$ cat src/rtl/rom_map_pkg.sv
/*
 * ROM map of the game download stream
 * byte address bases and lengths of the two PROM regions,
 * plus the region code the loader assigns to each byte
 */

package rom_map_pkg;

    // download byte address width
    localparam int DL_AW = 22;

    // character PROM image, 1 kB
    localparam logic [DL_AW-1:0] CHAR_BASE = 22'h02_0000;
    localparam logic [DL_AW-1:0] CHAR_SIZE = 22'd1024;

    // palette PROM image, 256 bytes
    // placed apart from the char region so a gap of skipped bytes sits between
    localparam logic [DL_AW-1:0] PAL_BASE  = 22'h02_8000;
    localparam logic [DL_AW-1:0] PAL_SIZE  = 22'd256;

    // where a strobed byte goes
    typedef enum logic [1:0] {
        REGION_NONE = 2'd0,
        REGION_CHAR = 2'd1,
        REGION_PAL  = 2'd2
    } region_t;

endpackage

$ cat src/rtl/prom_cfg_pkg.sv
/*
 * PROM geometry and read clock enable setup
 * data and address widths of the char and palette PROMs,
 * and the clk to cen division ratio
 */

package prom_cfg_pkg;

    // character PROM, 8 bits x 1024
    localparam int CHAR_DW = 8;
    localparam int CHAR_AW = 10;

    // palette PROM, 4 bits x 256
    localparam int PAL_DW  = 4;
    localparam int PAL_AW  = 8;

    // clk cycles per read enable pulse
    localparam int CEN_DIV = 4;

    // divider counter width and terminal count
    localparam int CEN_CW  = (CEN_DIV > 1) ? $clog2(CEN_DIV) : 1;
    localparam logic [CEN_CW-1:0] CEN_LAST = CEN_CW'(CEN_DIV - 1);

endpackage

$ cat src/rtl/rom_loader.sv
/*
 * ROM download loader
 * decodes host byte writes against the ROM map, issues one
 * registered write per byte to the char or palette PROM,
 * keeps mod-256 checksums per region, counts skipped bytes
 * and flags the end of the download
 */

`timescale 1ns/100ps

module rom_loader (
    input  logic                              clk,
    input  logic                              rst,
    input  logic                              downloading,
    input  logic                              ioctl_wr,
    input  logic [rom_map_pkg::DL_AW-1:0]     ioctl_addr,
    input  logic [7:0]                        ioctl_dout,
    output logic                              char_we,
    output logic [prom_cfg_pkg::CHAR_AW-1:0]  char_wr_addr,
    output logic [prom_cfg_pkg::CHAR_DW-1:0]  char_data,
    output logic                              pal_we,
    output logic [prom_cfg_pkg::PAL_AW-1:0]   pal_wr_addr,
    output logic [prom_cfg_pkg::PAL_DW-1:0]   pal_data,
    output logic [7:0]                        char_sum,
    output logic [7:0]                        pal_sum,
    output logic [15:0]                       skip_cnt,
    output logic                              load_done
);

    rom_map_pkg::region_t region;

    // offsets into each region
    logic [rom_map_pkg::DL_AW-1:0] char_off;
    logic [rom_map_pkg::DL_AW-1:0] pal_off;

    // downloading edge detect
    logic dl_q;
    logic dl_rise;
    logic dl_fall;

    // status bases after a possible start-of-download clear
    logic [7:0]  char_sum_base;
    logic [7:0]  pal_sum_base;
    logic [15:0] skip_base;

    assign char_off = ioctl_addr - rom_map_pkg::CHAR_BASE;
    assign pal_off  = ioctl_addr - rom_map_pkg::PAL_BASE;

    assign dl_rise = downloading & ~dl_q;
    assign dl_fall = ~downloading & dl_q;

    // a byte strobed on the same cycle as the start still counts
    assign char_sum_base = dl_rise ? 8'd0  : char_sum;
    assign pal_sum_base  = dl_rise ? 8'd0  : pal_sum;
    assign skip_base     = dl_rise ? 16'd0 : skip_cnt;

    // map decode
    always_comb begin
        if (ioctl_addr >= rom_map_pkg::CHAR_BASE &&
            ioctl_addr <  rom_map_pkg::CHAR_BASE + rom_map_pkg::CHAR_SIZE) begin
            region = rom_map_pkg::REGION_CHAR;
        end else if (ioctl_addr >= rom_map_pkg::PAL_BASE &&
                     ioctl_addr <  rom_map_pkg::PAL_BASE + rom_map_pkg::PAL_SIZE) begin
            region = rom_map_pkg::REGION_PAL;
        end else begin
            region = rom_map_pkg::REGION_NONE;
        end
    end

    // write strobes and status
    always_ff @(posedge clk) begin
        if (rst) begin
            dl_q      <= 1'b0;
            char_we   <= 1'b0;
            pal_we    <= 1'b0;
            char_sum  <= 8'd0;
            pal_sum   <= 8'd0;
            skip_cnt  <= 16'd0;
            load_done <= 1'b0;
        end else begin
            dl_q    <= downloading;
            char_we <= ioctl_wr && region == rom_map_pkg::REGION_CHAR;
            pal_we  <= ioctl_wr && region == rom_map_pkg::REGION_PAL;

            // default: hold, or clear at the start
            char_sum <= char_sum_base;
            pal_sum  <= pal_sum_base;
            skip_cnt <= skip_base;

            if (ioctl_wr) begin
                case (region)
                    rom_map_pkg::REGION_CHAR: char_sum <= char_sum_base + ioctl_dout;
                    // palette keeps only the low nibble
                    rom_map_pkg::REGION_PAL:  pal_sum  <= pal_sum_base + {4'd0, ioctl_dout[3:0]};
                    default:                  skip_cnt <= skip_base + 16'd1;
                endcase
            end

            if (dl_rise) begin
                load_done <= 1'b0;
            end else if (dl_fall) begin
                load_done <= 1'b1;
            end
        end
    end

    // payload, follows every strobe
    always_ff @(posedge clk) begin
        if (ioctl_wr) begin
            char_wr_addr <= char_off[prom_cfg_pkg::CHAR_AW-1:0];
            pal_wr_addr  <= pal_off[prom_cfg_pkg::PAL_AW-1:0];
            char_data    <= ioctl_dout;
            pal_data     <= ioctl_dout[3:0];
        end
    end

endmodule

$ cat config.mk
export PLATFORM = sky130hd
export DESIGN_NAME = rom_loader
export DESIGN_NICKNAME = d
export VERILOG_FILES = /design/src/rtl/rom_map_pkg.sv /design/src/rtl/prom_cfg_pkg.sv /design/src/rtl/rom_loader.sv
export SDC_FILE = /design/constraint.sdc
export NUM_CORES = 1
export LEC_CHECK = 0
export ABC_CLOCK_PERIOD_IN_PS = 6500
export BUFFER_PORTS_ARGS = -buffer_cell sky130_fd_sc_hd__buf_2
export CORE_MARGIN = 5
export CORE_UTILIZATION = 54
export DETAILED_ROUTE_END_ITERATION = 10
export PLACE_DENSITY = 0.86
export SYNTH_ARGS = -nofsm -noshare
export SYNTH_HDL_FRONTEND = slang
export SYNTH_SLANG_ARGS = --single-unit
$ cat constraint.sdc
create_clock -name clk -period 6.5 [get_ports clk]
set_input_delay 1.3 -clock clk [delete_from_list [all_inputs] [get_ports clk]]
set_output_delay 1.3 -clock clk [all_outputs]
set_load 0.01 [all_outputs]
# Yosys cells after proc, flatten, opt, wreduce, memory -nomap -nowiden
# Index checks and enable logic that the tools add are counted.
# Widths: inputs -> output; s select.
[totals]
register_bits = 66
inputBits = 34
output_inout_bits = 65
elab_cells = 43
[op_classes]
addsub = 5
magnitude_cmp = 4
n_eq_ne = 2
mux = 11
n_bitwise = 4
n_reduce_logical = 6
[op_table]
columns = ["op", "count"]
rows = [
  ["$mux 16", 3],
  ["$mux 8", 6],
  ["$ge 22x18->1 const B", 2],
  ["$lt 22x18->1 const B", 2],
  ["$add 16x1->16 const B", 1],
  ["$sub 10x1->10 const B", 1],
  ["$add 8x4->8", 1],
  ["$add 8x8->8", 1],
  ["$sub 8x1->8 const B", 1],
  ["$logic_and 1x1->1", 4],
  ["$mux 2", 2],
  ["$reduce_or 2->1", 2],
  ["$and 1x1->1", 2],
  ["$eq 2x1->1 const B", 1],
  ["$eq 2x2->1 const B", 1],
  ["$not 1->1", 2],
]

# Logic depth before layout (Yosys ltp)
# Gate-level depths: netlist of the first run.
[depth]
ltp_word = 8
mapped_depth = 12
ltp_nobuf = 10

# Worst setup path after synthesis of the first run
# Ideal clock, no wire load.
[synth_timing]
path_kind = "input to register"
startpoint = "in downloading"
endpoint = "reg char_sum[6]"
setup_time_ns = 0.106
arrival_time_ns = 3.167
required_ns = 6.394
slack_ns = 3.227
path_stages = 10
cell_sequence = "nand2b_1 > buf_2 > clkdlybuf4s18_1 > and2_1 > ha_1 > o21ai_0 > a21oi_1 > o21a_1 > or4_1 > o311ai_0"
[synth_via]
elab_chain_len = 5
[synth_lines]
columns = ["element", "line_no", "text"]
rows = [
  ["start, declared", "rom_loader.sv:14", "input logic downloading,"],
  ["$and 1x1->1 *", "rom_loader.sv:49", "assign dl_rise = downloading & ~dl_q;"],
  ["$mux 8 *", "rom_loader.sv:53", "assign char_sum_base = dl_rise ? 8'd0 : char_sum;"],
  ["$add 8x8->8", "rom_loader.sv:92", "rom_map_pkg::REGION_CHAR: char_sum <= char_sum_base + ioctl_dout;"],
  ["$mux 8", "rom_loader.sv:91", "case (region)"],
  ["$mux 8 *", "rom_loader.sv:90", "if (ioctl_wr) begin"],
  ["end signal, assigned", "rom_loader.sv:86", "char_sum <= char_sum_base;"],
  ["end signal, assigned", "rom_loader.sv:92", ""],
  ["end, declared", "rom_loader.sv:24", "output logic [7:0] char_sum,"],
]
# Mark *: on every way between the ends. The rest lies on a longest branch, timed or not.
# A chain may end at the register's enable or synchronous reset.

# Worst setup path in the final report of the first run
# Ends and elaborated chain as after synthesis.

==> flow_summary_export.csv, run 1 <==
group,metric,value,unit
logic_synthesis,synth_cell_types,49,
logic_synthesis,ys.warnings.count,0,
logic_synthesis,synth_ff_type,"dfxtp_1",
cells_and_area,nFillCells,435,
logic_synthesis,ys_async_sr_fraction,0,%
clock_tree,clkSlewWorstSetupHoldPaths,90,ps
power_and_ir_drop,ir_drop,0.0963,mV
clock_tree,cts_setup_buffers,0,
cells_and_area,utilization,65.2,%
detailed_routing,via_per_inst,5.30,
detailed_routing,routed_wl,6.23,mm
worst_setup_path,cp-start-kind,"input pin",
clock_tree,cts_buffers,5,
global_routing,grtUsageTotal,19.4,%
clock_tree,htreeDepth,2,
logic_synthesis,syn_area_per_cell,9.76,um^2
detailed_routing,drtIter0Drc,103,
detailed_routing,drc,0,
clock_tree,cts_root_buffer,"clkbuf_8",
floorplan,coreArea,5040,um^2
job,maxCapViolCount,0,
hold_path,hold_end,"load_done$_SDFFE_PP0P_",
floorplan,start_util,55.0,%
detailed_routing,num_vias,2337,
worst_setup_path,cp_data_required_time,6650,ps
power_and_ir_drop,p_leak,1.46,nW
placed_design,hpwl,4.76,mm
cells_and_area,nNetsFinal,418,
hold_path,hp-class,"register to register",
worst_setup_path,rrSetupSlack,3610,ps
clock_tree,ctsHoldBuffers,0,
global_routing,antenna_found_initial,0,
hold_path,hold_depth,2,
power_and_ir_drop,p_per_area,184,nW/um^2
timing,period_needed,3600,ps
logic_synthesis,ys_ff_latch,54,
floorplan,die_w,81.7,um
timing,min_period_over_period,55.3,%
detailed_routing,avgRoutedWirePerCell,14.1,um
timing,max_freq,278,MHz
global_routing,grt_pass1_vias,2284,
global_routing,grt_pass1_wl,10.1,mm
logic_synthesis,synth_edf_count,18,
timing,finalWorstSetupSlack,2900,ps
worst_setup_path,path_class,"input pin to register",
floorplan,boundaryPins,99,
timing,finalSetupTns,0,ps
clock_tree,clk_path_buf_depth,2,
cells_and_area,finalNonFillerCells,441,
detailed_routing,ant_nets,0,
floorplan,die-area,6670,um^2
timing,drv_slew,0,
global_routing,grt_max_degree,30,
logic_synthesis,synth_seq_area_share,45.5,%
worst_setup_path,path_max_fanout,28,
worst_setup_path,cp-end-kind,"register",
timing,rsz0062_at_grt,"no",
floorplan,num_rows,26,
placed_design,dp_cells,433,
global_routing,grt_overflow_total,0,
cells_and_area,n_antenna_cell,0,
placed_design,portBuffers,98,
hold_path,min_from,"load_done$_SDFFE_PP0P_",
logic_synthesis,syn-num-nets,332,
clock_tree,cts_tree,"done",
timing,setup_viol_count_final,0,
clock_tree,insertion_delay,300,ps
run_status,outcome,"completed",
cells_and_area,area_delta_synth_final,18.6,%
cells_and_area,layout-drive-gt1-share,31.3,%
timing,tightest_slew,932,ps
floorplan,die_y,81.7,um
timing,hold_viol,0,
placed_design,gp_congestion,0.858,
logic_synthesis,synth_area,2770,um^2
timing,relSlewSlack,37.9,%
worst_setup_path,r2r-start,"dl_q$_SDFF_PP0_",
timing,fin_skew,14.1,ps
clock_tree,post_cts_resized,0,
clock_tree,clock-sinks,54,
logic_synthesis,syn_inst,284,
detailed_routing,firstDrtPassIters,4,
placed_design,dp_slack,2590,ps
worst_setup_path,reg2reg_depth,10,
worst_setup_path,reg2reg_to,"char_sum[6]$_SDFF_PP0_",
worst_setup_path,crit_arrival,3750,ps
-- worst max-delay path: stages --
cell,delay [ps]
buf_2,120
nand2b_1,660
and2_1,260
ha_1,200
inv_1,60
fa_1,400
nand2b_1,190
a21oi_1,190
o21a_1,160
or4_1,100
o311ai_0,110
-- layout make-up --
cell class                 instances  area [um^2]  share of cell area (%)
clock inverter                     2         10.0                   0.304
inverter                           8         30.0                   0.913
clock buffer                       6         72.6                    2.21
tap                               70         87.6                    2.66
multi-input combinational        203         1340                    40.7
sequential                        54         1260                    38.3
timing repair buffer              98          490                    14.9
-- synthesized netlist by cell type (all sizes together), types with 2 or more instances --
cell    count  area share [%]
xnor2       6             1.9
nand3       8             1.4
a211oi      3            0.81
nor4        3             1.2
and3        2            0.45
buf        13             3.4
nor2       31             4.2
xor2       11             3.5
and2       13             3.1
fa          2             1.4
clkbuf      5             1.4
and4        3             1.0
edfxtp     18              19
a21o        3            0.81
inv         8             1.1
nor2b       7             1.6
o21a        3            0.81
nor3        8             1.6
nand2b      3            0.68
nand2      28             3.8
a211o       3            0.95
a31o        2            0.63
nor4b       2             1.2
dfxtp      36              26
ha         12             5.4
mux2        2            0.81
nand4      13             2.9
a21oi      16             2.9
o21ai       8             1.4
o21bai      2            0.54
-- worst max path at each step --
stage,start,endpoint,slack [ps],cells after the start
floorplan,downloading,char_sum[6]$_SDFF_PP0_,3230,10
global placement,downloading,char_sum[5]$_SDFF_PP0_,2690,10
detailed placement,downloading,char_sum[5]$_SDFF_PP0_,2590,10
CTS,downloading,char_sum[6]$_SDFF_PP0_,2930,11
global route,downloading,char_sum[5]$_SDFF_PP0_,2600,10
finish,downloading,char_sum[6]$_SDFF_PP0_,2900,11
-- flip-flops by register name (all words and copies together) (netlist names) --
name and cells:
char_wr_addr 10, load_done 1, pal_we 1, char_data 8, char_sum 8, skip_cnt 16
dl_q 1, pal_sum 8, char_we 1
-- cell usage in the layout (no fill, tap or decap), types with 5 or more instances in the layout --
master	count
buf_2	98
dfxtp_1	36
nor2_1	31
nand2_1	28
edfxtp_1	18
a21oi_1	16
nand4_1	13
ha_1	12
and2_1	11
xor2_1	11
inv_1	8
o21ai_0	8
nand3_1	8
nor2b_1	7
nor3_1	7
xnor2_1	6
clkbuf_8	5
-- report_power, final --
part / internal, mW / switching, mW
logic: 0.0254 / 0.0393
clock network: 0.0749 / 0.102
registers: 0.360 / 0.00394
-- cell families (layout without fill, tap and decap cells) --
family / Yosys count / count (layout) / synth area share [%]
AO/OA/AOI/OAI: 45 / 45 / 10.7
XOR/XNOR: 17 / 17 / 5.37
multiplexers: 3 / 3 / 1.17
AND/OR/NAND/NOR: 124 / 124 / 24.1
flip-flops: 54 / 54 / 45.5
adder cells (fa/ha/maj): 14 / 14 / 6.86
buffers and inverters: 27 / 114 / 6.27
-- stage by stage --
step	instance area, um^2	power (mW)	hold slack [ps]
final	3290	0.605	513
after global routing	3290	0.633	556
after CTS	3290	0.612	511
after detailed placement	3210	0.437	489
after global placement	3210	0.434	464
after floorplan	2770	0.411	517
-- per-layer routing --
layer	GRT usage, %	vias to the layer above	wire length, um
li1	-	1163	-
met1	21.9	1088	2540
met2	35.4	80	3130
met3	4.61	6	474
met4	6.81	0	87
met5	0	-	0
(Power assumes the default switching activity.)
==> run 2: changes to the inputs <==
--- a/config.mk
+++ b/config.mk
@@ -5,12 +5,13 @@
 export SDC_FILE = /design/constraint.sdc
 export NUM_CORES = 1
 export LEC_CHECK = 0
-export ABC_CLOCK_PERIOD_IN_PS = 6500
+export ABC_AREA = 1
+export ABC_CLOCK_PERIOD_IN_PS = 2900
 export BUFFER_PORTS_ARGS = -buffer_cell sky130_fd_sc_hd__buf_2
 export CORE_MARGIN = 5
-export CORE_UTILIZATION = 54
+export CORE_UTILIZATION = 45
 export DETAILED_ROUTE_END_ITERATION = 10
-export PLACE_DENSITY = 0.86
+export PLACE_DENSITY = 0.76
 export SYNTH_ARGS = -nofsm -noshare
 export SYNTH_HDL_FRONTEND = slang
 export SYNTH_SLANG_ARGS = --single-unit
==> constraint.sdc (replaced) <==
create_clock -name clk -period 2.9 [get_ports clk]
set_input_delay 0.58 -clock clk [delete_from_list [all_inputs] [get_ports clk]]
set_output_delay 0.58 -clock clk [all_outputs]
set_load 0.01 [all_outputs]
==> run 2 against run 1 <==
Net effect: sequential share of layout area decreased by 1.5 points; first-iteration DRC count increased by 25%; via count increased by 14%; clock skew decreased by 5.6 ps; combinational power increased to 2.6 times the previous value; count of clock-buffer cells in the layout unchanged; largest cell class unchanged; largest power group unchanged.
==> flow_summary_export.csv, run 2 <==
group,metric,value,unit
worst_setup_path,cp-end-kind,"register",
logic_synthesis,synth_cell_types,32,
detailed_routing,drtIter0Drc,129,
detailed_routing,num_vias,2666,
logic_synthesis,synthSimpleGateAreaFrac,24.3,%
logic_synthesis,synth_compound_area_share,11.5,%
worst_setup_path,crit_top_cell,"nor2_1",
worst_setup_path,crit_path_top_delay_cell,"nor2_2",
clock_tree,insertion_delay,300,ps
floorplan,num_rows,29,
cells_and_area,reg.largest.list,"skip_cnt: 16 flops, char_wr_addr: 10 flops",
logic_synthesis,synth_top_area_cell,"dfxtp_1",
floorplan,boundaryPins,99,
logic_synthesis,synth_edf_count,18,
timing,drv_slew,0,
timing,relSlewSlack,44.8,%
worst_setup_path,critPathMaxStageDelay,350,ps
worst_setup_path,path_class,"input pin to register",
logic_synthesis,synth_seq_area_share,44.1,%
logic_synthesis,synth_area,2860,um^2
global_routing,grtUsageTotal,17.1,%
cells_and_area,area_delta_synth_final,19.8,%
timing,setup_viol_count_final,0,
cells_and_area,largest_reg_flops,16,
cells_and_area,final_common_cell,"buf_2",
logic_synthesis,ys.warnings.count,0,
power_and_ir_drop,ir_drop,0.219,mV
logic_synthesis,ys_ff_latch,54,
global_routing,grt_pass1_wl,11.0,mm
floorplan,die_w,89.7,um
floorplan,die-area,8040,um^2
clock_tree,htreeDepth,2,
placed_design,portBuffers,98,
placed_design,hpwl,5.20,mm
logic_synthesis,ys_async_sr_fraction,0,%
cells_and_area,layout-drive-gt1-share,26.4,%
logic_synthesis,post_synth_mux_area_share,0,%
logic_synthesis,synth_top_area_share,25.2,%
clock_tree,cts_buffers,5,
logic_synthesis,synthTopCellsByCount,"64 x nor2_1, 54 x nand2_1, 48 x inv_1",
logic_synthesis,yosys.area_share.xor_xnor,2.15,%
logic_synthesis,synth_top_family_by_area,"simple AND/OR/NAND/NOR gates",
floorplan,coreArea,6280,um^2
clock_tree,cts_setup_buffers,0,
timing,finalSetupTns,0,ps
detailed_routing,firstDrtPassIters,4,
clock_tree,clk_path_buf_depth,2,
detailed_routing,via_per_inst,4.97,
timing,fin_skew,8.50,ps
logic_synthesis,synth_ff_type,"dfxtp_1",
power_and_ir_drop,p_per_area,408,nW/um^2
run_status,outcome,"completed",
logic_synthesis,yosysMostFrequentCell,"nor2_1",
detailed_routing,drc,0,
global_routing,antenna_found_initial,0,
detailed_routing,wl_met3,582,um
worst_setup_path,cp_data_required_time,3090,ps
hold_path,hp-class,"input pin to register",
clock_tree,cts_tree,"done",
clock_tree,clkSlewWorstSetupHoldPaths,100,ps
placed_design,gp_congestion,0.886,
cells_and_area,final_cell_mix,"98 x buf_2, 64 x nor2_1, 54 x nand2_1",
timing,max_freq,455,MHz
logic_synthesis,synth_adder_area_share,6.65,%
global_routing,grt_overflow_total,0,
detailed_routing,ant_nets,0,
floorplan,start_util,45.5,%
timing,rsz0062_at_grt,"no",
job,maxCapViolCount,0,
worst_setup_path,crit_chain,"buf_2, inv_1, nor2_2, nor2_1, ha_1, nand2_1, nor2_1, a211oi_1, nor2_1, nand2_1, o21ai_0, nand2_1, nor2_1",
clock_tree,clock-sinks,54,
cells_and_area,n_antenna_cell,0,
floorplan,die_y,89.7,um
clock_tree,post_cts_resized,0,
timing,tightest_slew,827,ps
cells_and_area,nNetsFinal,506,
logic_synthesis,syn_inst,370,
global_routing,grt_pass1_vias,2567,
worst_setup_path,crit_arrival,2390,ps
power_and_ir_drop,p_leak,1.60,nW
detailed_routing,met2_length,3.13,mm
clock_tree,ctsHoldBuffers,0,
detailed_routing,avgRoutedWirePerCell,12.4,um
cells_and_area,regMostFlops,"skip_cnt",
timing,period_needed,2200,ps
worst_setup_path,path_max_fanout,9,
logic_synthesis,syn_area_per_cell,7.72,um^2
global_routing,grt_max_degree,30,
cells_and_area,utilization,54.6,%
detailed_routing,top_layer_used,"met4",
timing,min_period_over_period,75.8,%
detailed_routing,routed_wl,6.65,mm
clock_tree,cts_root_buffer,"clkbuf_8",
logic_synthesis,syn-num-nets,418,
timing,hold_viol,0,
worst_setup_path,cp-start-kind,"input pin",
logic_synthesis,synth_area_leaders,"dfxtp_1 25%, edfxtp_1 19%, nor2_1 8.4%",
detailed_routing,drt-met1-wl,2.80,mm
[run 2: changes by cell type after synthesis, moves of 9 or more]
cell,previous run,this run
inv_1,8,48
nor2_1,31,64
nand2_1,28,54
o21ai_0,8,24
a21oi_1,16,30
and2_1,11,0
nand3_1,8,17
nand4_1,13,4
[run 2: per-stage QoR]
| step | std cells | setup slack, ps | power, mW | instance area, um^2 | hold WS (ps) |
|---|---|---|---|---|---|
| 2_1_floorplan | 370 | 590 | 0.937 | 2860 | 514 |
| 3_3_place_gp | 528 | 494 | 0.998 | 3340 | 492 |
| 4_1_cts | 536 | 741 | 1.41 | 3420 | 435 |
| 6_report | 536 | 702 | 1.40 | 3420 | 444 |
| 5_1_grt | 536 | 478 | 1.47 | 3420 | 427 |
| 3_5_place_dp | 528 | 425 | 1.00 | 3340 | 508 |
[run 2: area by class of cell]
| cell class | count | area (um^2) |
|---|---|---|
| well taps | 77 | 96.3 |
| repair buffers | 102 | 520 |
| flip-flops and latches | 54 | 1260 |
| inverters | 49 | 184 |
| clock inverters | 2 | 13.8 |
| multi-input cells | 246 | 1280 |
| clock buffers | 6 | 72.6 |
| fillers | 612 | 2850 |
[run 2: layer usage]
layer,vias to the layer above,track usage [%]
met4,0,5.55
li1,1366,-
met1,1195,19.9
met3,14,3.74
met5,-,0
met2,91,31.0
[run 2: cells by family (layout without fill, tap and decap cells)]
kind of cell             after synthesis  after routing
buffers and inverters                 70            159
AO/OA/AOI/OAI                         63             63
XOR/XNOR                               7              7
adder cells (fa/ha/maj)               14             14
AND/OR/NAND/NOR                      162            162
flip-flops                            54             54
[run 2: critical path: cells and delay by family]
family,cells,cell delay [ps]
compound gates,2,420
buf+inv,2,170
fa+ha+maj,1,350
simple gates,8,870
[run 2: final timing paths]
path                                     to  slack [ps]  cells past startpoint                   from
setup reg to reg      pal_sum[6]$_SDFF_PP0_         770                     14        dl_q$_SDFF_PP0_
setup / recovery      pal_sum[6]$_SDFF_PP0_         700                     13            downloading
hold / removal    char_wr_addr[1]$_DFFE_PP_         440                      1          ioctl_addr[1]
hold reg to reg       pal_sum[0]$_SDFF_PP0_         510                      2  pal_sum[0]$_SDFF_PP0_
[run 2: power breakdown]
group	total (mW)	leakage (nW)	internal, mW	switching (mW)
Clock	0.416	0.0452	0.171	0.245
Combinational	0.165	1.09	0.0651	0.100
Sequential	0.817	0.467	0.808	0.00972
